<file path="src/msx_loader_pkg.sv">
`default_nettype none

package msx_loader_pkg;

   // record kind in the high nibble of header byte 3
   typedef enum logic [3:0] {
      REC_INTERNAL   = 4'd1,
      REC_CONFIG     = 4'd2,
      REC_KBD_LAYOUT = 4'd3
   } rec_kind_t;

   // any region source not listed here is a rom image in ddr3
   typedef enum logic [7:0] {
      ID_NONE = 8'd0,
      ID_RAM  = 8'd1,
      ID_ROM  = 8'd2
   } data_id_t;

   localparam logic [23:0] MAGIC         = 24'h4d5358;  // "MSX"
   localparam logic [7:0]  MAPPER_UNUSED = 8'hff;
   localparam logic [7:0]  DEVICE_NONE   = 8'h00;
   localparam int          KBD_SKIP      = 512;         // layout payload after header

   typedef struct packed {
      logic [7:0] mapper;
      logic [7:0] device;
      logic [3:0] ref_ram;
      logic [1:0] offset_ram;
   } slot_block_t;

   typedef struct packed {
      logic [26:0] addr;
      logic [15:0] size;   // in size units
      logic        ro;
   } lookup_ram_t;

   typedef struct packed {
      logic [7:0] ram_size;
      logic [3:0] slot_expander_en;
      logic [1:0] msx_typ;
   } bios_config_t;

   typedef struct packed {
      logic [10:0] size_units;
      logic [2:0]  pattern;
      logic        copy;   // bytes come from ddr3
      logic [3:0]  ref_ram;
   } fill_cmd_t;

   typedef struct packed {
      logic [3:0] slot_subslot;
      logic [7:0] mode;    // 2 bits per block
      logic [7:0] param;   // 2 bits per block
      logic [7:0] mapper;
      logic [7:0] device;
      logic [3:0] ref_ram;
      logic       has_data;
   } slot_cmd_t;

endpackage

`default_nettype wire

</file>
<file path="src/record_walker.sv">
`default_nettype none

module record_walker (
   input  logic                         clk,
   input  logic                         rst_n,
   input  logic                         load,
   input  logic [26:0]                  image_size,
   input  logic [7:0]                   ddr3_dout,
   input  logic                         ddr3_ready,
   output logic [27:0]                  ddr3_addr,
   output logic                         ddr3_rd,
   output logic                         reset_rq,
   output msx_loader_pkg::bios_config_t bios_config,
   output logic                         fill_start,
   output msx_loader_pkg::fill_cmd_t    fill_cmd,
   input  logic                         need_byte,
   input  logic                         fill_done,
   output logic                         byte_valid,
   output logic [7:0]                   fill_byte,
   output logic                         slot_store,
   output msx_loader_pkg::slot_cmd_t    slot_cmd,
   output logic                         slot_clear,
   input  logic                         clear_done
);
   import msx_loader_pkg::*;

   typedef enum logic [2:0] {
      ST_IDLE,
      ST_CLEAR,
      ST_READ_HDR,
      ST_CHECK,
      ST_FILL,
      ST_STORE
   } state_t;

   state_t     state;
   logic [7:0] hdr [16];
   logic [3:0] hdr_idx;
   logic       rd_pending;   // read issued but byte not taken yet
   logic [3:0] ref_ram;
   data_id_t   data_id;
   logic       has_data;
   logic       ddr3_free;

   assign ddr3_free  = ddr3_ready & ~ddr3_rd;
   assign reset_rq   = state != ST_IDLE;
   assign data_id    = data_id_t'(hdr[4]);
   assign has_data   = data_id != ID_NONE;
   assign byte_valid = (state == ST_FILL) & rd_pending & ddr3_free;
   assign fill_byte  = ddr3_dout;

   assign fill_cmd = '{
      size_units: has_data ? {hdr[5][2:0], hdr[6]} : 11'd0,
      pattern:    hdr[11][2:0],
      copy:       data_id != ID_RAM,
      ref_ram:    ref_ram
   };

   assign slot_cmd = '{
      slot_subslot: hdr[3][3:0],
      mode:         hdr[9],
      param:        hdr[10],
      mapper:       hdr[8],
      device:       hdr[7],
      ref_ram:      ref_ram,
      has_data:     has_data
   };

   always_ff @(posedge clk) begin
      if (!rst_n) begin
         state      <= ST_IDLE;
         ddr3_rd    <= 1'b0;
         ddr3_addr  <= 28'd0;
         rd_pending <= 1'b0;
         hdr_idx    <= 4'd0;
         ref_ram    <= 4'd0;
         fill_start <= 1'b0;
         slot_store <= 1'b0;
         slot_clear <= 1'b0;
      end else begin
         fill_start <= 1'b0;
         slot_store <= 1'b0;
         slot_clear <= 1'b0;
         if (ddr3_rd & ddr3_ready) begin
            ddr3_rd   <= 1'b0;
            ddr3_addr <= ddr3_addr + 28'd1;
         end
         if (load) begin
            state       <= ST_CLEAR;
            slot_clear  <= 1'b1;
            ddr3_addr   <= 28'd0;
            rd_pending  <= 1'b0;
            hdr_idx     <= 4'd0;
            ref_ram     <= 4'd0;
            bios_config <= '0;
         end else begin
            case (state)
               ST_CLEAR: begin
                  if (clear_done) begin
                     state <= ST_READ_HDR;
                  end
               end
               ST_READ_HDR: begin
                  if (ddr3_free) begin
                     if (!rd_pending) begin
                        if (ddr3_addr >= {1'b0, image_size}) begin
                           state <= ST_IDLE;   // whole image walked
                        end else begin
                           ddr3_rd    <= 1'b1;
                           rd_pending <= 1'b1;
                        end
                     end else begin
                        hdr[hdr_idx] <= ddr3_dout;
                        hdr_idx      <= hdr_idx + 4'd1;
                        if (hdr_idx == 4'd15) begin
                           rd_pending <= 1'b0;
                           state      <= ST_CHECK;
                        end else begin
                           ddr3_rd <= 1'b1;   // prefetch next byte
                        end
                     end
                  end
               end
               ST_CHECK: begin
                  state <= ST_READ_HDR;
                  if ({hdr[0], hdr[1], hdr[2]} != MAGIC) begin
                     state <= ST_IDLE;
                  end else begin
                     case (rec_kind_t'(hdr[3][7:4]))
                        REC_KBD_LAYOUT: ddr3_addr <= ddr3_addr + 28'(KBD_SKIP);
                        REC_CONFIG: begin
                           bios_config.slot_expander_en <= hdr[4][3:0];
                           bios_config.msx_typ          <= hdr[4][5:4];
                        end
                        REC_INTERNAL: begin
                           if (data_id == ID_RAM && bios_config.ram_size < hdr[6]) begin
                              bios_config.ram_size <= hdr[6];
                           end
                           fill_start <= 1'b1;
                           state      <= ST_FILL;
                        end
                        default: ;
                     endcase
                  end
               end
               ST_FILL: begin
                  if (fill_done) begin
                     slot_store <= 1'b1;
                     state      <= ST_STORE;
                  end else if (ddr3_free) begin
                     if (rd_pending) begin
                        rd_pending <= 1'b0;   // handed over on byte_valid
                     end else if (need_byte) begin
                        ddr3_rd    <= 1'b1;
                        rd_pending <= 1'b1;
                     end
                  end
               end
               ST_STORE: begin
                  ref_ram <= ref_ram + 4'(fill_cmd.size_units != 11'd0);
                  state   <= ST_READ_HDR;
               end
               default: ;
            endcase
         end
      end
   end

endmodule

`default_nettype wire

</file>
<file path="config.mk">
export PLATFORM = sky130hd
export DESIGN_NAME = record_walker
export DESIGN_NICKNAME = d
export VERILOG_FILES = /design/src/msx_loader_pkg.sv /design/src/record_walker.sv
export SDC_FILE = /design/constraint.sdc
export NUM_CORES = 1
export LEC_CHECK = 0
export BUFFER_PORTS_ARGS = -buffer_cell sky130_fd_sc_hd__buf_4
export CORE_ASPECT_RATIO = 1.2
export CORE_MARGIN = 2
export CORE_UTILIZATION = 50
export CTS_CLUSTER_DIAMETER = 50
export CTS_CLUSTER_SIZE = 20
export DETAILED_ROUTE_END_ITERATION = 10
export HOLD_SLACK_MARGIN = 0.06
export PLACE_DENSITY = 0.75
export REMOVE_ABC_BUFFERS = 1
export SKIP_CTS_REPAIR_TIMING = 1
export SYNTH_ARGS = -nofsm -noshare
export SYNTH_HDL_FRONTEND = slang
export SYNTH_SLANG_ARGS = --single-unit
</file>
<file path="constraint.sdc">
create_clock -name clk -period 3.74 [get_ports clk]
set_input_delay 0.374 -clock clk [delete_from_list [all_inputs] [get_ports clk]]
set_output_delay 0.374 -clock clk [all_outputs]
set_load 0.02 [all_outputs]
</file>
Word level (Yosys, flattened, before mapping). Memories as Yosys holds them, arrays and structs flattened. Cells that the tools add are included. Widths: inputs -> output; s select.

Muxes and demuxes: 49. Add/sub/neg operators: 4. Eq/ne operators: 25. $lt $le $gt $ge: 2. Bitwise gates (word level): 8. Reductions and logical operators: 20.

Operators with widths (count): $mux 28 (4); $add 28x1->28 const B (1); $add 28x10->28 const B (1); $ge 28x27->1 (1); $mux 1 (28); $mux 14 (2); $mux 3 (8); $ne 24x23->1 const B (1); $mux 8 (2); $ne 3x3->1 const B (5); $pmux 3 s5 (1); $ne 2x2->1 const B (6); $reduce_and 6->1 (2); $mux 11 (1); $reduce_bool 11->1 (1); $reduce_bool 2->1 (5); $eq 4x2->1 const B (2); $eq 8x1->1 const B (1); $lt 8x8->1 (1); $ne 4x4->1 const B (2); $ne 8x1->1 const B (1); $reduce_and 4->1 (2); $reduce_bool 8->1 (1); $eq 3x2->1 const B (2); 19 further kinds (27).

Flip-flop bits (word level): 58. Memory bits (writable): 128. Output and inout bits: 116. Memories kept: 1. Logic and storage cells: 122. Bits of input ports: 42.

Memory list: hdr (words 16, bits a word 8, read ports 12, clocked after Yosys merged registers in 0, write ports 1, line record_walker.sv:37) `logic [7:0] hdr [16];`.

Logic depth before layout (Yosys ltp).
Depth after elaboration: 8. Depth in mapped cells: 10. Gate-level depth less buffers: 9.

Worst setup path before layout. No wires, ideal clock.

Path kind: register -> register. Start point: memory hdr[1][3]. End point: register, netlist name bios_config[10]. Arrival time: 2.221 ns. Required time: 3.407 ns. Cell stages (with the launch flop): 7. Slack: 1.186 ns. Clock period less this slack: 2.554 ns. Cell sequence: edfxtp_1 or4bb_1 nor4_4 nand3_1 a2111oi_0 a21o_1 o311a_1.

RTL lines (line): start, declared (record_walker.sv:37).

==> impl_metrics.ini <==
[status]
outcome = complete, no violations

[timing]
holdWs_ns = 0.199
period_share = 0.792
max-slew-margin-rel = 0.387
fin_setup_tns_ns = 0
rsz0062_at_grt = no
final.setup.worst_slack_ns = 0.779
hold_viol = 0
fin_skew_ns = 0.0113
worst-slew-pin-transition_ns = 0.915
min_period_ns = 2.96
finalSetupViolations = 0
maxSlewViolCount = 0
fmax_ghz = 0.338

[synthesis]
syn_avg_cell_area_sq_um = 11.7
yosys_warnings = 0
synth_cell_type_count = 55
seq_area_frac_synth = 0.587
ys_ff_latch = 144
synth_enable_flop_cells = 100
ys.flop_type = edfxtp_1
async_reset_ff_frac = 0
syn_area_sq_um = 6610
synth_cells = 563

[finish]
diodes = 0
layout-drive-gt1-share = 0.277
final_net_count = 797
fin_util = 0.646
area_growth_pct = 27.6

[global_route]
antenna_found_initial = 0
grt_max_degree = 23
first_global_vias = 4599
grt-ovfl-total = 0
met3_usage = 0.0539
grtUsageMet1 = 0.255
busiest_layer = met2
grt.total_usage = 0.212
grt_use_met2 = 0.365
grt_pass1_wl_mm = 22.7

[power_and_ir_drop]
power_frac_comb = 0.040
powerDensity_nw_per_um2 = 422
p_sw_frac = 0.220
ir_worst_vdd_mv = 0.327
power.leakage_nw = 3.43
netSwitchingPower_mw = 0.784
p_total_mw = 3.56
sequentialPowerShare = 0.481
p_clk_frac = 0.478
internal_power_mw = 2.77

[floorplan]
dieArea_sq_um = 14200
io_pins = 158
die_h_um = 130
start_util = 0.506
placementRows = 46
coreArea_sq_um = 13100
die_x_um = 109

[place]
dpl.hpwl_mm = 10.6
port_buffers = 157
gp_congestion = 0.848
pre_cts_slack_ns = 0.820

[clock_network]
cts_buffers = 17
insertion_delay_ns = 0.41
htree_levels = 4
cts_buffer_depth = 2
clock_sinks = 144
cts_root_buf = clkbuf_16
cts_tree = built
path_clk_slew_ns = 0.06

[critical_path]
setup.worst_path.class = flip-flop to flip-flop
cp-start-kind = flip-flop
worstPathRequired_ns = 3.81
startpoint = hdr[1][3]
crit_fanout = 8
endpoint_kind = flip-flop
cp.arrival_ns = 3.03
timing.rr.start = hdr[1][3]

[detailed_routing]
drc = 0
dr.first_iter.drc_count = 220
detail_route.vias_per_cell = 5.36
routed-via-count = 4795
ant_nets = 0
wirelength_mm = 14.8
wl_per_cell_um = 16.6
first_pass_iters = 6

[hold_path]
holdCritStartpoint = ddr3_ready
min_path_type = input port to flip-flop

[run]
cap_violations = 0
-- cell usage in the layout (no fill, tap or decap), drive strengths merged, types with 2 or more instances in the layout --
cell type and instances:
buf 159, edfxtp 100, nor2 55, inv 52, dfxtp 44, ha 42, nand2 36, a21oi 25
xnor2 21, nor2b 20, nand3 20, and2 18, clkbuf 17, o21ai 10, and3 10, nand4 10
a2111oi 9, xor2 8, nor3 8, and4 7, a211oi 5, or3 4, a21o 4, nor4 4
or4b 3, clkinv 3, a31oi 2, nor3b 2, nand2b 2, o21a 2, mux2i 2, a31o 2
a21boi 2, o22ai 2, bufinv 2
-- synth_stat cells (7+ instances only) --
master	count	area (sq um)
edfxtp_1	100	3000
nor2_1	55	206
dfxtp_1	44	881
inv_1	43	161
ha_1	42	526
nand2_1	36	135
a21oi_1	25	125
xnor2_1	21	184
nor2b_1	20	125
nand3_1	19	95.1
and2_1	18	113
buf_4	17	128
and3_1	10	62.6
o21ai_0	10	50.1
clkbuf_1	9	33.8
nand4_1	9	56.3
xor2_1	8	70.1
and4_1	7	61.3
nor3_1	7	35.0
-- final timing paths --
path | depth (start not counted) | slack (ns) | endpoint
worst max register to register | 6 | 0.78 | bios_config[11]
worst max-delay path | 6 | 0.78 | bios_config[11]
worst min register to register | 2 | 0.53 | ref_ram[3]
worst min-delay path | 2 | 0.20 | ddr3_rd
-- registers in the layout (all words and copies together) (netlist names) --
register	count
bios_config	14
ref_ram	4
hdr_idx	4
ddr3_rd	1
rd_pending	1
ddr3_addr	28
slot_store	1
hdr	86
slot_clear	1
state	3
fill_start	1
-- power by group through the flow --
| stage | clock network, mW | logic (mW) | registers, mW |
|---|---|---|---|
| after CTS | 1.72 | 0.144 | 1.71 |
| after detailed placement | 0 | 0.142 | 1.75 |
| after global routing | 1.79 | 0.156 | 1.71 |
| final | 1.70 | 0.143 | 1.71 |
| after floorplan | 0 | 0.0423 | 1.75 |
| after global placement | 0 | 0.137 | 1.75 |
-- final cells by class --
class | instances | area (sq um)
Timing Repair Buffer | 159 | 1190
Fill cell | 1010 | 4630
Sequential cell | 144 | 3880
Multi-Input combinational cell | 348 | 2390
Clock inverter | 15 | 173
Inverter | 43 | 161
Clock buffer | 17 | 425
Tap cell | 168 | 210
-- per-stage QoR --
stage	instances	area (sq um)
global route	894	8440
global placement	862	7840
finish	894	8440
detailed placement	862	7840
floorplan	535	6430
CTS	894	8440
-- critical path, cell delays in order (launching register included) --
cell and delay, ns:
edfxtp_1 0.36, or4bb_1 0.56, nor4_4 0.50, nand3_1 0.26
a2111oi_0 0.37, a21o_1 0.17, o311a_1 0.41
-- layer usage --
metal / routed length, um / part of all wire
met3: 857 / 0.058
met5: 0 / 0
met2: 7710 / 0.52
met1: 5990 / 0.40
met4: 243 / 0.016
-- cells by family after synthesis --
| logic type | Yosys count | share of synthesized area |
|---|---|---|
| AOI/OAI and AO/OA | 72 | 0.0749 |
| xor gates and xnor gates | 29 | 0.0384 |
| adders and majority gates | 42 | 0.0795 |
| buffers and inverters | 71 | 0.0513 |
| DFF | 144 | 0.587 |
| muxes | 2 | 0.00303 |
| and+or+nand+nor | 203 | 0.166 |
Power figures use the tool's default switching activity.
