## src/msx_loader_pkg.sv

```systemverilog
`default_nettype none

package msx_loader_pkg;

   // record kind in the high nibble of header byte 3
   typedef enum logic [3:0] {
      REC_INTERNAL   = 4'd1,
      REC_CONFIG     = 4'd2,
      REC_KBD_LAYOUT = 4'd3
   } rec_kind_t;

   // any region source not listed here is a rom image in ddr3
   typedef enum logic [7:0] {
      ID_NONE = 8'd0,
      ID_RAM  = 8'd1,
      ID_ROM  = 8'd2
   } data_id_t;

   localparam logic [23:0] MAGIC         = 24'h4d5358;  // "MSX"
   localparam logic [7:0]  MAPPER_UNUSED = 8'hff;
   localparam logic [7:0]  DEVICE_NONE   = 8'h00;
   localparam int          KBD_SKIP      = 512;         // layout payload after header

   typedef struct packed {
      logic [7:0] mapper;
      logic [7:0] device;
      logic [3:0] ref_ram;
      logic [1:0] offset_ram;
   } slot_block_t;

   typedef struct packed {
      logic [26:0] addr;
      logic [15:0] size;   // in size units
      logic        ro;
   } lookup_ram_t;

   typedef struct packed {
      logic [7:0] ram_size;
      logic [3:0] slot_expander_en;
      logic [1:0] msx_typ;
   } bios_config_t;

   typedef struct packed {
      logic [10:0] size_units;
      logic [2:0]  pattern;
      logic        copy;   // bytes come from ddr3
      logic [3:0]  ref_ram;
   } fill_cmd_t;

   typedef struct packed {
      logic [3:0] slot_subslot;
      logic [7:0] mode;    // 2 bits per block
      logic [7:0] param;   // 2 bits per block
      logic [7:0] mapper;
      logic [7:0] device;
      logic [3:0] ref_ram;
      logic       has_data;
   } slot_cmd_t;

endpackage

`default_nettype wire

```

## src/fill_engine.sv

```systemverilog
`default_nettype none

module fill_engine #(
   parameter int size_unit_log2 = 14,
   parameter int ram_aw         = 27
) (
   input  logic                        clk,
   input  logic                        rst_n,
   input  logic                        fill_start,
   input  msx_loader_pkg::fill_cmd_t   fill_cmd,
   input  logic                        byte_valid,
   input  logic [7:0]                  fill_byte,
   input  logic                        sdram_ready,
   output logic                        need_byte,
   output logic                        fill_done,
   output logic [ram_aw-1:0]           ram_addr,
   output logic [7:0]                  ram_din,
   output logic                        ram_ce,
   output msx_loader_pkg::lookup_ram_t lookup_ram [16]
);
   import msx_loader_pkg::*;

   localparam int cnt_w = 11 + size_unit_log2;

   fill_cmd_t         cmd;
   logic              busy;
   logic              have_byte;
   logic              ce_q;
   logic              start_nz;
   logic [cnt_w-1:0]  remaining;
   logic [8:0]        offset;      // low bits of position in region
   logic [7:0]        data_q;
   logic [7:0]        pat_byte;
   logic [ram_aw-1:0] base;

   assign start_nz  = fill_start & (fill_cmd.size_units != 11'd0);
   assign base      = (fill_cmd.ref_ram == 4'd0) ? '0 : ram_addr;  // first region at 0
   assign need_byte = busy & cmd.copy & ~have_byte;
   assign ram_ce    = busy & sdram_ready & ~ce_q & (have_byte | ~cmd.copy);
   assign ram_din   = cmd.copy ? data_q : pat_byte;

   always_comb begin
      case (cmd.pattern)
         3'd1, 3'd5, 3'd6, 3'd7: pat_byte = 8'hff;
         3'd3: pat_byte = (offset[8] == offset[1]) ? 8'hff : 8'h00;  // checkerboard
         3'd4: pat_byte = (offset[8] != offset[0]) ? 8'hff : 8'h00;
         default: pat_byte = 8'h00;
      endcase
   end

   always_ff @(posedge clk) begin
      if (!rst_n) begin
         busy      <= 1'b0;
         have_byte <= 1'b0;
         ce_q      <= 1'b0;
         fill_done <= 1'b0;
         ram_addr  <= '0;
      end else begin
         ce_q      <= ram_ce;
         fill_done <= fill_start & (fill_cmd.size_units == 11'd0);  // empty region
         if (byte_valid) begin
            have_byte <= 1'b1;
         end
         if (start_nz) begin
            busy     <= 1'b1;
            ram_addr <= base;
         end else if (ram_ce) begin
            ram_addr  <= ram_addr + 1'b1;
            have_byte <= 1'b0;
            if (remaining == cnt_w'(1)) begin
               busy      <= 1'b0;
               fill_done <= 1'b1;
            end
         end
      end
   end

   always_ff @(posedge clk) begin
      if (fill_start) begin
         cmd       <= fill_cmd;
         remaining <= cnt_w'(fill_cmd.size_units) << size_unit_log2;
         offset    <= 9'd0;
      end else if (ram_ce) begin
         remaining <= remaining - 1'b1;
         offset    <= offset + 9'd1;
      end
      if (start_nz) begin
         lookup_ram[fill_cmd.ref_ram] <= '{
            addr: 27'(base),
            size: 16'(fill_cmd.size_units),
            ro:   fill_cmd.copy
         };
      end
      if (byte_valid) begin
         data_q <= fill_byte;
      end
   end

endmodule

`default_nettype wire

```

## config.mk

```make
export PLATFORM = sky130hd
export DESIGN_NAME = fill_engine
export DESIGN_NICKNAME = d
export VERILOG_FILES = /design/src/msx_loader_pkg.sv /design/src/fill_engine.sv
export SDC_FILE = /design/constraint.sdc
export NUM_CORES = 1
export LEC_CHECK = 0
export ABC_AREA = 1
export BUFFER_PORTS_ARGS = -buffer_cell sky130_fd_sc_hd__buf_2
export CAP_MARGIN = 20
export CORE_MARGIN = 5
export CORE_UTILIZATION = 25
export CTS_CLUSTER_DIAMETER = 120
export DETAILED_ROUTE_END_ITERATION = 7
export HOLD_SLACK_MARGIN = 0.05
export SYNTH_ARGS = -nofsm -noshare
export SYNTH_HDL_FRONTEND = slang
export SYNTH_SLANG_ARGS = --single-unit
```

## constraint.sdc

```tcl
create_clock -name clk -period 2.9 [get_ports clk]
set_input_delay 0.29 -clock clk [delete_from_list [all_inputs] [get_ports clk]]
set_output_delay 0.29 -clock clk [all_outputs]
set_load 0.005 [all_outputs]
```

### Yosys cells after proc, flatten, opt, wreduce, memory -nomap -nowiden

Cells that the tools add are included.

* register bits after elaboration: 781
* input port bits: 32
* output and inout bits: 742

* add/sub/neg operators: 3
* $lt $le $gt $ge: 2
* equal/unequal tests: 9
* multiplexer cells: 21
* bitwise logic cells: 12
* reductions and logical operators: 9

Operators by type and width (count)
* 704-bit bitwise mux: 1
* 44-bit demux with 4-bit select: 1
* 27-bit 2-to-1 mux: 3
* 25-bit 2-to-1 mux: 2
* 44-bit 2-to-1 mux: 1
* 27-bit by 1-bit adder with 27-bit output (second input constant): 1
* 25-bit by 1-bit == test with 1-bit output (second input constant): 1
* 25-bit by 1-bit subtractor with 25-bit output (second input constant): 1
* 8-bit 2-to-1 mux: 3
* 8-bit case mux with 3 select lines: 1
* 3-bit == test (second input constant): 4
* 11-bit logical NOT: 1
* 11-bit nonzero test: 1
* 9-bit by 1-bit adder with 9-bit output (second input constant): 1
* 1-bit 2-to-1 mux: 9
* 1-bit bitwise AND: 7
* 2-bit nonzero test: 3
* 5-bit >= comparator (second input constant): 1
* 5-bit by 1-bit < comparator with 1-bit output (second input constant): 1
* 4-bit inverter with 5-bit output: 1
* 4-bit logical NOT: 1
* 4-bit OR reduction: 1
* 3-bit by 1-bit == test with 1-bit output (second input constant): 1
* 3-bit by 2-bit == test with 1-bit output (second input constant): 1
* 6 further kinds: 8

### Logic depth before layout (Yosys ltp)

* depth after elaboration: 6
* mapped depth: 12
* depth with buffers taken out: 11

### Worst setup path before layout

Ideal clock, no wire load.

* path type: in2reg
* start: input port fill_cmd[9] (netlist name)
* end: register lookup_ram[0] (netlist name) (enable)
* arrival: 2612 ps
* path slack: -148 ps
* cell stages on the path: 9
* path through: inv_1 nand2_1 nor2_1 nand2_1 nand2_2 inv_2 buf_2 nand3_1 nor2_1

* word-level cells in the longest chain between the ends: 2

Ends and longest elaborated chain
* start: declaration: line fill_engine.sv:10 `input msx_loader_pkg::fill_cmd_t fill_cmd,`
* 11-bit nonzero test: line fill_engine.sv:36 `assign start_nz = fill_start & (fill_cmd.size_units != 11'd0);`
* 1-bit bitwise AND: line fill_engine.sv:36
* end signal: indexed assignment: line fill_engine.sv:88 `lookup_ram[fill_cmd.ref_ram] <= '{`
* end: declaration: line fill_engine.sv:19 `output msx_loader_pkg::lookup_ram_t lookup_ram [16]`

No other way between the ends.
A chain may end at the register's enable or synchronous reset.

### Final worst setup path

* start: register cmd[4] (netlist name)
* end: output port ram_ce

* word-level cells in the longest chain between the ends: 3

Ends and longest elaborated chain
* start: declaration: line fill_engine.sv:25 `fill_cmd_t cmd;`
* start signal: assignment: line fill_engine.sv:80 `cmd <= fill_cmd;`
* 1-bit inverter: line fill_engine.sv:39 `assign ram_ce = busy & sdram_ready & ~ce_q & (have_byte | ~cmd.copy);`
* 1-bit OR: line fill_engine.sv:39
* 1-bit bitwise AND: line fill_engine.sv:39
* end: declaration: line fill_engine.sv:18 `output logic ram_ce,`

No other way between the ends.

==> flow_metrics.env <==
export IMPL_cts_setup_buffers=0
export IMPL_rsz0062_at_grt="false"
export IMPL_firstDrtPassIters=5
export IMPL_cp_end_kind="output port"
export IMPL_rows=113
export IMPL_grt_max_degree=40
export IMPL_viasPerCell=4.10
export IMPL_r2r_start="cmd[4]"
export IMPL_fin_crit_ns=2.58
export IMPL_ir_drop_mv=0.367
export IMPL_port_buffers=693
export IMPL_cts_tree="done"
export IMPL_cp_startpoint="cmd[4]"
export IMPL_slew_violations=0
export IMPL_arrival_ns=2.29
export IMPL_cts_root_buf="clkbuf_16"
export IMPL_criticalPathCategory="reg -> out"
export IMPL_grt_pass1_vias=14500
export IMPL_syn_inst=1447
export IMPL_clock_path_buffers=3
export IMPL_crit_required_ns=2.61
export IMPL_die_height_um=320
export IMPL_start_kind="register"
export IMPL_antenna_found_initial=3
export IMPL_finalHoldViolCount=0
export IMPL_grt_use_total_pct=14.6
export IMPL_drt_total_wl_um=79200
export IMPL_final_nets=2305
export IMPL_gp_congestion=0.823
export IMPL_h_tree_depth=3
export IMPL_status="finished, final reports clean"
export IMPL_cp_max_fo=23
export IMPL_post_route_util_pct=33.7
export IMPL_max_cap_viol_count=0
export IMPL_grt_overflow=0
export IMPL_cts_inserted_buffers=76
export IMPL_drive_gt1_share_pct=38.7
export IMPL_wl_per_cell_um=22.0
export IMPL_ant_nets=0
export IMPL_power_density_nw_per_um2=665
export IMPL_synth_area_um2=24100
export IMPL_hp_class="in -> reg"
export IMPL_worstHoldStart="byte_valid"
export IMPL_grt_pass1_wl_um=108000
export IMPL_design_core_area_um2=95300
export IMPL_max_slew_worst_pin_slew_ns=1.08
export IMPL_yosysUniqueCellTypes=41
export IMPL_setup_viol=0
export IMPL_clk_latency_ns=0.64
export IMPL_drc_errors=0
export IMPL_via_count=14700
export IMPL_ys_ff_latch=701
export IMPL_p_leak_nw=12.2
export IMPL_area_growth_pct=33.2
export IMPL_cts_sinks=701
export IMPL_dpl_hpwl_um=54200
export IMPL_clkTransAtPathRegs_ns=0.05
export IMPL_ys_seq_area_share_pct=85.2
export IMPL_die_x_um=320
export IMPL_placed_area_um2=29400
export IMPL_io_pins=774
export IMPL_drt_iter0_markers=1191
export IMPL_avgSynthCellArea_um2=16.6
export IMPL_die_area_um2=103000
export IMPL_max_freq_mhz=388
export IMPL_design_area_um2=32100
export IMPL_period_share_pct=88.8
export IMPL_tns_ns=0
export IMPL_ys_warnings_count=0
export IMPL_skew_ns=0.0343
export IMPL_maxSlewHeadroom_pct=28.0
export IMPL_start_util_pct=25.3
-- synth_stat cells --
cell / instances / area share, %
a211oi_1: 1 / 0.031
a21oi_1: 26 / 0.54
a22oi_1: 1 / 0.031
a31oi_1: 4 / 0.10
and2_1: 1 / 0.026
and3_1: 1 / 0.026
buf_1: 2 / 0.031
buf_2: 4 / 0.083
buf_4: 86 / 2.7
buf_6: 4 / 0.19
clkbuf_1: 5 / 0.078
clkinv_4: 1 / 0.036
conb_1: 1 / 0.016
dfxtp_1: 54 / 4.5
edfxtp_1: 647 / 81
ha_1: 4 / 0.21
inv_1: 100 / 1.6
inv_2: 6 / 0.094
nand2_1: 200 / 3.1
nand2_2: 1 / 0.026
nand2_4: 2 / 0.094
nand2_8: 1 / 0.083
nand3_1: 50 / 1.0
nand3b_1: 1 / 0.031
nand4_1: 16 / 0.42
nor2_1: 151 / 2.4
nor2_2: 5 / 0.13
nor2_4: 1 / 0.047
nor3_1: 17 / 0.35
nor3_2: 1 / 0.042
nor3_4: 1 / 0.068
nor3b_1: 1 / 0.031
o21a_1: 1 / 0.031
o21ai_0: 30 / 0.62
o21ai_1: 2 / 0.042
o21bai_1: 3 / 0.094
o22ai_1: 4 / 0.10
or2_2: 1 / 0.026
or2_4: 1 / 0.036
xnor2_1: 3 / 0.11
xor2_1: 6 / 0.22
-- timing repair --
item	4_1_cts	5_1_grt
resized for setup	0	0
hold endpoints to repair	61	0
hold buffers	17	0
-- metrics by stage --
stage | std cells | total power, mW | hold WS (ns) | setup slack (ns)
after CTS | 3596 | 21.6 | 0.0514 | 0.202
after detailed placement | 3439 | 12.2 | 0.468 | 0.270
final | 3598 | 21.3 | 0.0887 | 0.324
after floorplan | 1526 | 11.8 | 0.389 | -0.148
after global routing | 3596 | 22.2 | 0.0600 | 0.0832
after global placement | 3436 | 12.2 | 0.461 | 0.280
-- cell families (layout without fill, tap and decap cells) --
group	count (synthesis)	after routing	synth area share [%]
XOR/XNOR	9	9	0.327
buffers and inverters	208	1013	4.75
AO/OA/AOI/OAI	72	72	1.60
flip-flops	701	701	85.2
AND/OR/NAND/NOR	452	452	7.94
other	1	82	0.0156
adder cells (fa/ha/maj)	4	4	0.208
-- flip-flops by register name, summed over array words and instances (netlist names) --
name        flops
have_byte       1
offset          9
ce_q            1
lookup_ram    624
data_q          8
cmd             4
remaining      25
ram_addr       27
fill_done       1
busy            1
-- layout by cell type (no fill, tap or decap), drive strengths merged, types with 16 or more instances in the layout --
cell type / instances
a21oi: 26
buf: 749
clkbuf: 87
clkinv: 41
conb: 80
dfxtp: 54
dlygate4sd3: 17
edfxtp: 647
inv: 112
nand2: 204
nand3: 50
nand4: 16
nor2: 157
nor3: 19
o21ai: 32
-- worst max-delay path, stage by stage (launching register included) --
cell and delay, ns:
edfxtp_1 0.60, inv_2 0.13, or2_4 0.15, nand2_8 0.12, inv_2 0.41, buf_2 0.27
-- path summary, 6_finish.rpt --
check	end	slack, ns	cells after the start
max	ram_ce	0.32	5
max reg2reg	remaining[16]	0.46	8
min reg2reg	remaining[11]	0.48	1
min	data_q[6]	0.09	1
-- area by class of cell --
type,instances,area [um2]
repair buffers,766,4270
diodes,2,5.00
clock buffers,87,1960
multi-input cells,617,2850
inverters,107,407
well taps,1265,1580
fillers,9341,63200
clock inverters,53,493
flip-flops and latches,701,20500
-- routing by layer --
layer	wire, um	up-vias	part of all wire (%)	GRT usage (%)
li1	-	6664	-	-
met5	0	-	0	0
met1	33300	7230	42	18.9
met4	2290	0	2.9	4.91
met2	37700	722	48	24.2
met3	5930	130	7.5	3.46
-- report_power, final --
part / leakage [nW] / internal (mW) / switching, mW
combinational: 4.70 / 0.229 / 0.528
clock: 1.19 / 5.24 / 4.14
sequential: 6.28 / 11.1 / 0.0684
total: 12.2 / 16.6 / 4.74
Power figures use the tool's default switching activity.
