`src/upload_tracker.sv`:
```
`default_nettype none

module upload_tracker (
   input  logic        clk,
   input  logic        rst_n,
   input  logic        ioctl_download,
   input  logic [15:0] ioctl_index,
   input  logic [26:0] ioctl_addr,
   output logic [26:0] image_size,
   output logic        load
);

   logic download_q;
   logic image_done;

   // config image upload just ended
   assign image_done = download_q & ~ioctl_download & (ioctl_index[5:0] == 6'd1);

   always_ff @(posedge clk) begin
      if (!rst_n) begin
         download_q <= 1'b0;
         load       <= 1'b0;
      end else begin
         download_q <= ioctl_download;
         load       <= image_done;
      end
   end

   always_ff @(posedge clk) begin
      if (image_done) begin
         image_size <= ioctl_addr;  // final address is the byte count
      end
   end

endmodule

`default_nettype wire

```
`config.mk`:
```
export PLATFORM = sky130hd
export DESIGN_NAME = upload_tracker
export DESIGN_NICKNAME = d
export VERILOG_FILES = /design/src/upload_tracker.sv
export SDC_FILE = /design/constraint.sdc
export NUM_CORES = 1
export LEC_CHECK = 0
export ABC_AREA = 1
export BUFFER_PORTS_ARGS = -buffer_cell sky130_fd_sc_hd__buf_2
export CAP_MARGIN = 30
export CORE_UTILIZATION = 40
export DETAILED_ROUTE_END_ITERATION = 7
export GPL_TIMING_DRIVEN = 1
export PLACE_DENSITY = 0.89
export SYNTH_ARGS = -nofsm -noshare
export SYNTH_HDL_FRONTEND = slang
export SYNTH_SLANG_ARGS = --single-unit
```
`constraint.sdc`:
```
create_clock -name clk -period 3.64 [get_ports clk]
set_clock_uncertainty 0.2 [all_clocks]
set_input_delay 0.728 -clock clk [delete_from_list [all_inputs] [get_ports clk]]
set_output_delay 0.728 -clock clk [all_outputs]
set_load 0.02 [all_outputs]
```
; Yosys cells after proc, flatten, opt, wreduce, memory -nomap -nowiden
; Cells that the tools add are included.
[word_totals]
wordCells = 7
reg_bits = 29
[classes]
bitwise = 3
eq_ne = 1
[ops]
columns = op, n
row1 = 6-bit by 1-bit equality test with 1-bit output (second input constant), 1
row2 = 1-bit bitwise AND, 2
row3 = 1-bit NOT, 1

; Longest topological paths before layout
; Gate-level depths: netlist (run 1).
[depth]
word_depth = 3
mapped_depth = 5

; Least setup slack after synthesis (run 1)
; OpenSTA, ideal clock, no wires.
[synth_path]
path_kind = input port to flip-flop
start = input port ioctl_index[2]
end = register image_size[0], enable pin
t_arrival_ns = 1.518
setup_slack_ns = 1.541
cell_stages = 5
required_ns = 3.058
cell_sequence = inv_1 -> nand2_1 -> nor2_2 -> nand2_1 -> inv_1
[synth_between]
elab_chain_cells = 2
[synth_lines]
columns = element, line_no
row1 = start: declaration, 7  ; input logic [15:0] ioctl_index,
row2 = 6-bit by 1-bit equality test with 1-bit output, 17  ; assign image_done = download_q & ~ioctl_download & (ioctl_index[5:0] == 6'd1);
row3 = 1-bit bitwise AND, 17
row4 = named net image_done, 14  ; logic image_done;
row5 = end signal: assignment, 31  ; image_size <= ioctl_addr;
row6 = end: declaration, 9  ; output logic [26:0] image_size,
; The timed path passes the listed nets, and every way through them passes these cells.
; A chain may end at the register's enable or synchronous reset.

; Worst setup path after layout (run 1)
[layout_path]
start = input port ioctl_download
end = register image_size[2], enable pin
[layout_between]
elab_chain_cells = 3
[layout_lines]
columns = element, line_no
row1 = start: declaration, 6  ; input logic ioctl_download,
row2 = 1-bit NOT, 17
row3 = 1-bit bitwise AND (2 in a row), 17
row4 = named net image_done, 14
; The timed path passes the listed nets, and every way through them passes these cells.

==> results of run 1 <==
==> area by class of cell <==
cell class,instances,area (sq um),share of cell area (%)
multi-input combinational,9,38.8,2.91
clock buffer,8,58.8,4.41
timing repair buffer,63,315,23.7
sequential,29,851,63.8
inverter,9,33.8,2.54
tap,28,35.0,2.63
==> per-stage QoR <==
step                      utilization, %  setup slack [ps]  total power (W)
after floorplan                        -              1540         0.000376
after global placement              58.1              1280         0.000393
after detailed placement            58.1              1230         0.000396
after CTS                           60.8              1570         0.000587
after global routing                60.8              1450         0.000603
final                               60.8              1600         0.000581
==> cell usage in the layout, fill, tap and decap left out <==
cell,instances
inv_1,9
nor2_1,1
clkbuf_4,5
nand2_1,6
clkbuf_1,2
clkbuf_8,1
edfxtp_1,27
nor2_2,2
buf_2,63
dfxtp_1,2
==> worst paths after layout <==
check / endpoint / slack, ps / depth (start not counted) / start
worst max-delay path: image_size[2]$_DFFE_PP_ / 1600 / 6 / ioctl_download
worst min-delay path: load$_SDFF_PN0_ / 350 / 4 / download_q$_SDFF_PN0_
worst max register to register: image_size[2]$_DFFE_PP_ / 1830 / 4 / download_q$_SDFF_PN0_
worst min register to register: load$_SDFF_PN0_ / 350 / 4 / download_q$_SDFF_PN0_
==> registers in the layout (all words and copies together) (netlist names) <==
signal      flops
load            1
image_size     27
download_q      1
==> routing by layer <==
| layer | up-vias | GRT usage [%] | routed length [um] |
|---|---|---|---|
| met1 | 270 | 15.0 | 576 |
| li1 | 300 | - | - |
| met4 | 0 | 11.4 | 48 |
| met2 | 46 | 23.3 | 774 |
| met3 | 6 | 10.5 | 238 |
| met5 | - | 0 | 0 |
==> logic make-up (layout without fill, tap and decap cells) <==
| logic type | Yosys count | after routing | synth area share, % |
|---|---|---|---|
| AND/OR/NAND/NOR | 9 | 9 | 4.20 |
| buffers and inverters | 9 | 80 | 3.66 |
| flip-flops | 29 | 29 | 92.1 |
==> critical path, stage by stage <==
cell	delay, ps
buf_2	110
inv_1	40
nand2_1	40
nor2_1	90
nand2_1	80
inv_1	690
==> power by group through the flow <==
stage	Combinational, W	Sequential, W	Clock (W)
after detailed placement	0.0000235	0.000372	0
after floorplan	0.00000337	0.000373	0
after global placement	0.0000212	0.000372	0
final	0.0000232	0.000365	0.000193
after global routing	0.0000262	0.000365	0.000212
after CTS	0.0000235	0.000365	0.000199
==> results.cfg, run 1 <==
[power]
p_seq_share_pct = 62.7
power.internal_w = 0.000474
p_leak_nw = 0.611
p_comb_share_pct = 4.0
power_density_nw_per_um2 = 436
p_sw_share_pct = 18.5
p_clk_share_pct = 33.3
p_switching_w = 0.000107
vdd_drop_max_mv = 0.303

[route]
initialDrtViolationCount = 18
drt_wl_total_um = 1640
ant_nets = 0
vias = 622
via_per_inst = 4.26
wire_per_inst_um = 11.2
drt-pass1-iter-count = 4
drc = 0

[synth]
yosysSeqAreaShare_pct = 92.1
syn_area_sq_um = 923
synthTopCellsByCount = edfxtp_1 (27), inv_1 (9), nand2_1 (6), dfxtp_1 (2), nor2_2 (2)
ys.flop_type = edfxtp_1
synth_nets = 93
yosys_warnings = 0
synth_top_area_share_pct = 87.8
synth_seq_cells = 29
yosys-top-cells-area = edfxtp_1 (88%), dfxtp_1 (4.3%), inv_1 (3.7%), nand2_1 (2.4%), nor2_2 (1.4%)
synth_cell_types = 6
synth_most_common_cell = edfxtp_1
synthCells = 47
syn_area_per_cell_sq_um = 19.6
synth_area_leader_cell = edfxtp_1
synth-async-reset-ratio_pct = 0
synth_edf_count = 27

[clock_tree]
ctsResizeCount = 0
cts_sinks = 29
clkLatencyLatePin_ps = 310
cts_buffers = 5
cts_tree = built
root_buffer = clkbuf_4
cts_max_path_buffers = 2
cts_hold_buf = 0
clkTransAtPathRegs_ps = 80
postCtsSetupBuffers = 0
htree_levels = 2

[setup_path]
path_class = input port to flop
start_kind = input port
cp_max_fo = 27
cp.arrival_ps = 1780
cp.required_ps = 3380
endpoint_kind = flop

[timing]
finalSetupTns_ps = 0
period_share_pct = 56.0
period_minus_slack_ps = 2040
hold_ws_ps = 355
hold_violations = 0
grt_setup_unrepaired = false
tightestPinTransition_ps = 936
setup_viol_count_final = 0
max_slew_margin_pct = 37.6
maxSlewViolCount = 0
max_freq_ghz = 0.490

[grt]
globalRouteTotalUtil_pct = 15.6
grt_start_max_net_pins = 28
grt_pass1_vias = 574
grt_overflow = 0
antenna_found_initial = 0
grt_pass1_wl_um = 2490

[floorplan]
io_pins = 74
die_w_um = 50.0
core_area_sq_um = 2190
start_util_pct = 42.1
die_h_um = 50.0
die-area_sq_um = 2500
rows = 17

[final_layout]
fillerInstances = 164
area_growth_pct = 44.3
final_layout_size_suffix_gt1_share_pct = 60.2
fin_nets = 163
antenna_cells = 0
stdcell_area_sq_um = 1330
finalNonFillerCells = 146

[job]
drv_cap = 0

[placed_design]
dp_cells = 138
dp_hpwl_um = 1260
gp_congestion = 0.634
io_buffer_count = 63
place_area_sq_um = 1270

[worst_hold_path]
hold_class = flop to flop

[outcome]
status = completed
(Power assumes the default switching activity.)
==> inputs of run 2 (changes only) <==
--- a/config.mk
+++ b/config.mk
@@ -8,10 +8,10 @@
 export ABC_AREA = 1
 export BUFFER_PORTS_ARGS = -buffer_cell sky130_fd_sc_hd__buf_2
 export CAP_MARGIN = 30
-export CORE_UTILIZATION = 40
+export CORE_UTILIZATION = 37
 export DETAILED_ROUTE_END_ITERATION = 7
 export GPL_TIMING_DRIVEN = 1
-export PLACE_DENSITY = 0.89
+export PLACE_DENSITY = 0.83
 export SYNTH_ARGS = -nofsm -noshare
 export SYNTH_HDL_FRONTEND = slang
 export SYNTH_SLANG_ARGS = --single-unit
==> constraint.sdc (replaced) <==
create_clock -name clk -period 2.1 [get_ports clk]
set_clock_uncertainty 0.2 [all_clocks]
set_input_delay 0.42 -clock clk [delete_from_list [all_inputs] [get_ports clk]]
set_output_delay 0.42 -clock clk [all_outputs]
set_load 0.02 [all_outputs]
==> results.cfg, run 2 (synthesis results as in run 1) <==
[outcome]
status = completed

[setup_path]
path_class = flop to primary output
rr_worst_depth = 5
start_kind = flop
crit_path_max_incr_delay_ps = 380
endpoint_kind = primary output
cp.required_ps = 1480
cp.arrival_ps = 860
slowest_stage = edfxtp_1
cp_cell_sequence = buf_2
reg2reg_from = download_q$_SDFF_PN0_
r2r_slack_ps = 630
critPathBufInv = 1
critPathTopFamily = flip-flops
cp_max_fo = 1
worst-path-stages = 1
reg2reg_to = image_size[7]$_DFFE_PP_

[clock_tree]
cts_hold_buf = 0
cts_buffers = 5
cts_tree = built
clkLatencyLatePin_ps = 310
root_buffer = clkbuf_4
cts_sinks = 29
postCtsSetupBuffers = 0
clkTransAtPathRegs_ps = 90
cts_max_path_buffers = 2
htree_levels = 2
ctsResizeCount = 0

[final_layout]
largest_reg_flops = 27
final_layout_size_suffix_gt1_share_pct = 60.5
top_regs = image_size x27, download_q x1, load x1
antenna_cells = 0
finalNonFillerCells = 147
final_common_cell = buf_2
stdcell_area_sq_um = 1350
fin_nets = 164
final_cell_mix = buf_2 (63), edfxtp_1 (27), inv_1 (9)
area_growth_pct = 46.5
top_register = image_size

[timing]
period_share_pct = 70.6
grt_setup_unrepaired = false
setup_viol_count_final = 0
hold_violations = 0
max_freq_ghz = 0.675
finalSetupTns_ps = 0
maxSlewViolCount = 0
tightestPinTransition_ps = 252
max_slew_margin_pct = 83.2
period_minus_slack_ps = 1480

[worst_hold_path]
whs_path_depth = 1
hold_class = input port to flop
worstHoldStart = ioctl_addr[17]
hold_path_end = image_size[17]$_DFFE_PP_

[placed_design]
dp_cells = 139
place_area_sq_um = 1290
io_buffer_count = 63
gp_congestion = 0.704
dp_hpwl_um = 1220

[power]
vdd_drop_max_mv = 0.500
power_w = 0.000999
power_density_nw_per_um2 = 738
p_leak_nw = 0.619

[floorplan]
die-area_sq_um = 2700
rows = 17
io_pins = 74
die_w_um = 52.0
die_h_um = 52.0
core_area_sq_um = 2280
start_util_pct = 40.6

[grt]
grt_pass1_vias = 599
globalRouteTotalUtil_pct = 12.4
antenna_found_initial = 0
grt_start_max_net_pins = 23
grt_overflow = 0
grt_pass1_wl_um = 2210

[route]
wire_per_inst_um = 10.2
drt_wl_total_um = 1500
via_per_inst = 4.19
vias = 616
ant_nets = 0
drc = 0
initialDrtViolationCount = 3
drt-pass1-iter-count = 2

[job]
drv_cap = 0
[run 2: final cells by class]
cell class,instances,area (sq um)
fillers,183,923
inverters,9,33.8
multi-input cells,9,38.8
well taps,28,35.0
flip-flops and latches,29,851
clock buffers,8,58.8
repair buffers,64,335
[run 2: power breakdown]
part | internal [W] | switching, W | leakage (nW)
sequential | 0.000631 | 0.000000486 | 0.259
combinational | 0.0000252 | 0.0000134 | 0.327
clock | 0.000165 | 0.000163 | 0.0326
[run 2: metrics by stage]
stage,hold WS (ps),util (%),setup WS [ps]
2_1_floorplan,313,-,309
3_3_place_gp,331,56.8,402
3_5_place_dp,352,56.8,366
4_1_cts,54.3,59.4,588
5_1_grt,58.2,59.4,516
6_report,74.9,59.4,618
[run 2: worst register-to-register path: stages (launching register included)]
cell and delay (ps):
dfxtp_1 330, nand2_1 50, nor2_1 90, nand2_1 80, inv_1 210, buf_12 210
[run 2: worst max path at each step]
stage                              from                        to  slack, ps
2_1_floorplan            ioctl_index[2]   image_size[0]$_DFFE_PP_        310
3_3_place_gp             ioctl_index[2]  image_size[24]$_DFFE_PP_        400
3_5_place_dp             ioctl_index[3]  image_size[16]$_DFFE_PP_        370
4_1_cts        image_size[12]$_DFFE_PP_            image_size[12]        590
5_1_grt           download_q$_SDFF_PN0_  image_size[23]$_DFFE_PP_        520
6_report       image_size[12]$_DFFE_PP_            image_size[12]        620
[run 2: routing by layer]
metal	vias up	GRT usage, %	wire, um
li1	305	-	-
met1	263	9.38	512
met2	43	22.6	764
met3	5	5.56	190
met4	0	10.8	32
met5	-	0	0
==> inputs of run 3 (changes only) <==
--- a/config.mk
+++ b/config.mk
@@ -5,13 +5,13 @@
 export SDC_FILE = /design/constraint.sdc
 export NUM_CORES = 1
 export LEC_CHECK = 0
-export ABC_AREA = 1
+export ABC_AREA = 0
 export BUFFER_PORTS_ARGS = -buffer_cell sky130_fd_sc_hd__buf_2
 export CAP_MARGIN = 30
 export CORE_UTILIZATION = 37
 export DETAILED_ROUTE_END_ITERATION = 7
 export GPL_TIMING_DRIVEN = 1
-export PLACE_DENSITY = 0.83
+export PLACE_DENSITY = 0.84
 export SYNTH_ARGS = -nofsm -noshare
 export SYNTH_HDL_FRONTEND = slang
 export SYNTH_SLANG_ARGS = --single-unit
==> constraint.sdc (replaced) <==
create_clock -name clk -period 1.4 [get_ports clk]
set_clock_uncertainty 0.2 [all_clocks]
set_input_delay 0.28 -clock clk [delete_from_list [all_inputs] [get_ports clk]]
set_output_delay 0.28 -clock clk [all_outputs]
set_load 0.02 [all_outputs]
==> results.cfg, run 3 <==
[final_layout]
fillerInstances = 147
top_register = image_size
top_regs = image_size x27, download_q x1, load x1
area_growth_pct = 88.2
largest_reg_flops = 27
fin_nets = 185
final_cell_mix = buf_2 (61), dlygate4sd3_1 (29), edfxtp_1 (27)
final_layout_size_suffix_gt1_share_pct = 56.1
antenna_cells = 0
final_common_cell = buf_2
final_util_pct = 75.3

[clock_tree]
clkLatencyLatePin_ps = 320
htree_levels = 2
root_buffer = clkbuf_4
clkTransAtPathRegs_ps = 80
cts_buffers = 5
cts_tree = built
cts_max_path_buffers = 2
cts_sinks = 29

[grt]
grt_overflow = 0
antenna_found_initial = 0
grt_pass1_wl_um = 2940
globalRouteTotalUtil_pct = 17.5
grt_pass1_vias = 714
grt_start_max_net_pins = 28

[synth]
synth_edf_count = 27
synth_cell_types = 8
synth_nets = 81
yosys_warnings = 0
synthCells = 35
synth-async-reset-ratio_pct = 0
yosysSeqAreaShare_pct = 95.2
synthTopCellsByCount = edfxtp_1 (27), dfxtp_1 (2)
synth_top_area_share_pct = 90.8
yosys-top-cells-area = edfxtp_1 (91%), dfxtp_1 (4.5%), nand4bb_1 (1.3%), nor3_2 (1.1%), or4_1 (0.84%)
synth_most_common_cell = edfxtp_1
synth_area_leader_cell = edfxtp_1
syn_area_sq_um = 893
ys.flop_type = edfxtp_1
syn_area_per_cell_sq_um = 25.5
synth_seq_cells = 29

[floorplan]
io_pins = 74
die_w_um = 51.1
rows = 17
core_area_sq_um = 2230
start_util_pct = 40.0
die-area_sq_um = 2610
die_h_um = 51.1

[outcome]
status = complete, but fails checks
violations = setup timing

[power]
power_w = 0.00156
vdd_drop_max_mv = 0.739
p_leak_nw = 0.710
power_density_nw_per_um2 = 929

[timing]
max_slew_margin_pct = 86.9
period_minus_slack_ps = 1450
grt_setup_unrepaired = true
fin_ws_ps = -50.4
maxSlewViolCount = 0
hold_violations = 0
max_freq_ghz = 0.689
setup_viol_count_final = 27
tightestPinTransition_ps = 196
period_share_pct = 104

[worst_hold_path]
hold_path_end = load$_SDFF_PN0_
whs_path_depth = 4
worstHoldStart = ioctl_index[3]
hold_class = input port to flop

[placed_design]
io_buffer_count = 63
gp_congestion = 0.711
dp_hpwl_um = 1110

[route]
initialDrtViolationCount = 10
via_per_inst = 4.31
ant_nets = 0
drc = 0
drt_wl_total_um = 2010
wire_per_inst_um = 12.0
drt-pass1-iter-count = 3
vias = 720

[job]
drv_cap = 0

[setup_path]
cp.required_ps = 1240
r2r_slack_ps = 10
endpoint_kind = flop
rr_worst_depth = 3
start_kind = input port
cp.arrival_ps = 1290
cp_max_fo = 13
reg2reg_to = image_size[17]$_DFFE_PP_
reg2reg_from = download_q$_SDFF_PN0_
path_class = input port to flop
[run 3: cell count changes after synthesis]
cell       before  now
inv_1           9    1
nand2_1         6    0
nor2_2          2    0
and2_1          0    1
nand4bb_1       0    1
nor3_2          0    1
or4_1           0    1
[run 3: worst max-delay path by stage]
stage,startpoint,slack (ps),endpoint,cells after the start
floorplan,ioctl_index[3],-450,image_size[0]$_DFFE_PP_,2
global placement,ioctl_index[3],-330,image_size[0]$_DFFE_PP_,4
detailed placement,ioctl_index[3],-340,image_size[8]$_DFFE_PP_,4
CTS,ioctl_index[3],7,image_size[8]$_DFFE_PP_,4
global route,ioctl_index[3],-40,image_size[17]$_DFFE_PP_,4
finish,ioctl_index[3],-50,image_size[17]$_DFFE_PP_,4
[run 3: critical path: stages]
cell and delay, ps:
buf_6 90, or4_4 550, nor2_4 180, clkbuf_16 190
[run 3: per-layer routing]
metal	GRT usage, %	wire [um]	up-vias
met2	32.0	1090	47
met1	14.5	656	323
li1	-	-	344
met4	11.1	41	0
met5	0	0	-
met3	8.63	222	6
[run 3: kinds of logic (layout without fill, tap and decap cells)]
kind of cell           after synthesis  after routing  share of synthesized area (%)
buffers and inverters                1            105                          0.420
DFF                                 29             29                           95.2
and+or+nand+nor                      5              5                           4.34
[run 3: repair_timing]
item / 4_1_cts / 5_1_grt
gates resized for setup: 0 / 4
setup endpoints to repair: 0 / 28
hold endpoints to repair: 29 / 0
setup buffers: 0 / 1
hold buffers: 29 / 0
[run 3: final cells by class]
| type | instances | area (sq um) | area share (%) |
|---|---|---|---|
| repair buffers | 97 | 686 | 40.8 |
| inverters | 1 | 3.75 | 0.223 |
| clock buffers | 7 | 55.1 | 3.27 |
| multi-input cells | 5 | 50.0 | 2.98 |
| flip-flops and latches | 29 | 852 | 50.7 |
| well taps | 28 | 35.0 | 2.08 |
[run 3: stage by stage]
| step | cells | hold slack [ps] | cell area [sq um] | worst slack, ps | TNS, ps |
|---|---|---|---|---|---|
| 2_1_floorplan | 35 | 179 | 905 | -454 | -12250 |
| 3_3_place_gp | 129 | 258 | 1290 | -327 | -8910 |
| 3_5_place_dp | 129 | 258 | 1290 | -342 | -9300 |
| 4_1_cts | 165 | 101 | 1640 | 7.02 | 0 |
| 5_1_grt | 167 | 108 | 1680 | -38.6 | -815 |
| 6_report | 167 | 124 | 1680 | -50.4 | -955 |
[run 3: power breakdown]
| part | total (W) | switching (W) | internal, W |
|---|---|---|---|
| clock network | 0.000489 | 0.000253 | 0.000236 |
| registers | 0.000949 | 0.00000122 | 0.000947 |
| logic | 0.000125 | 0.0000305 | 0.0000940 |
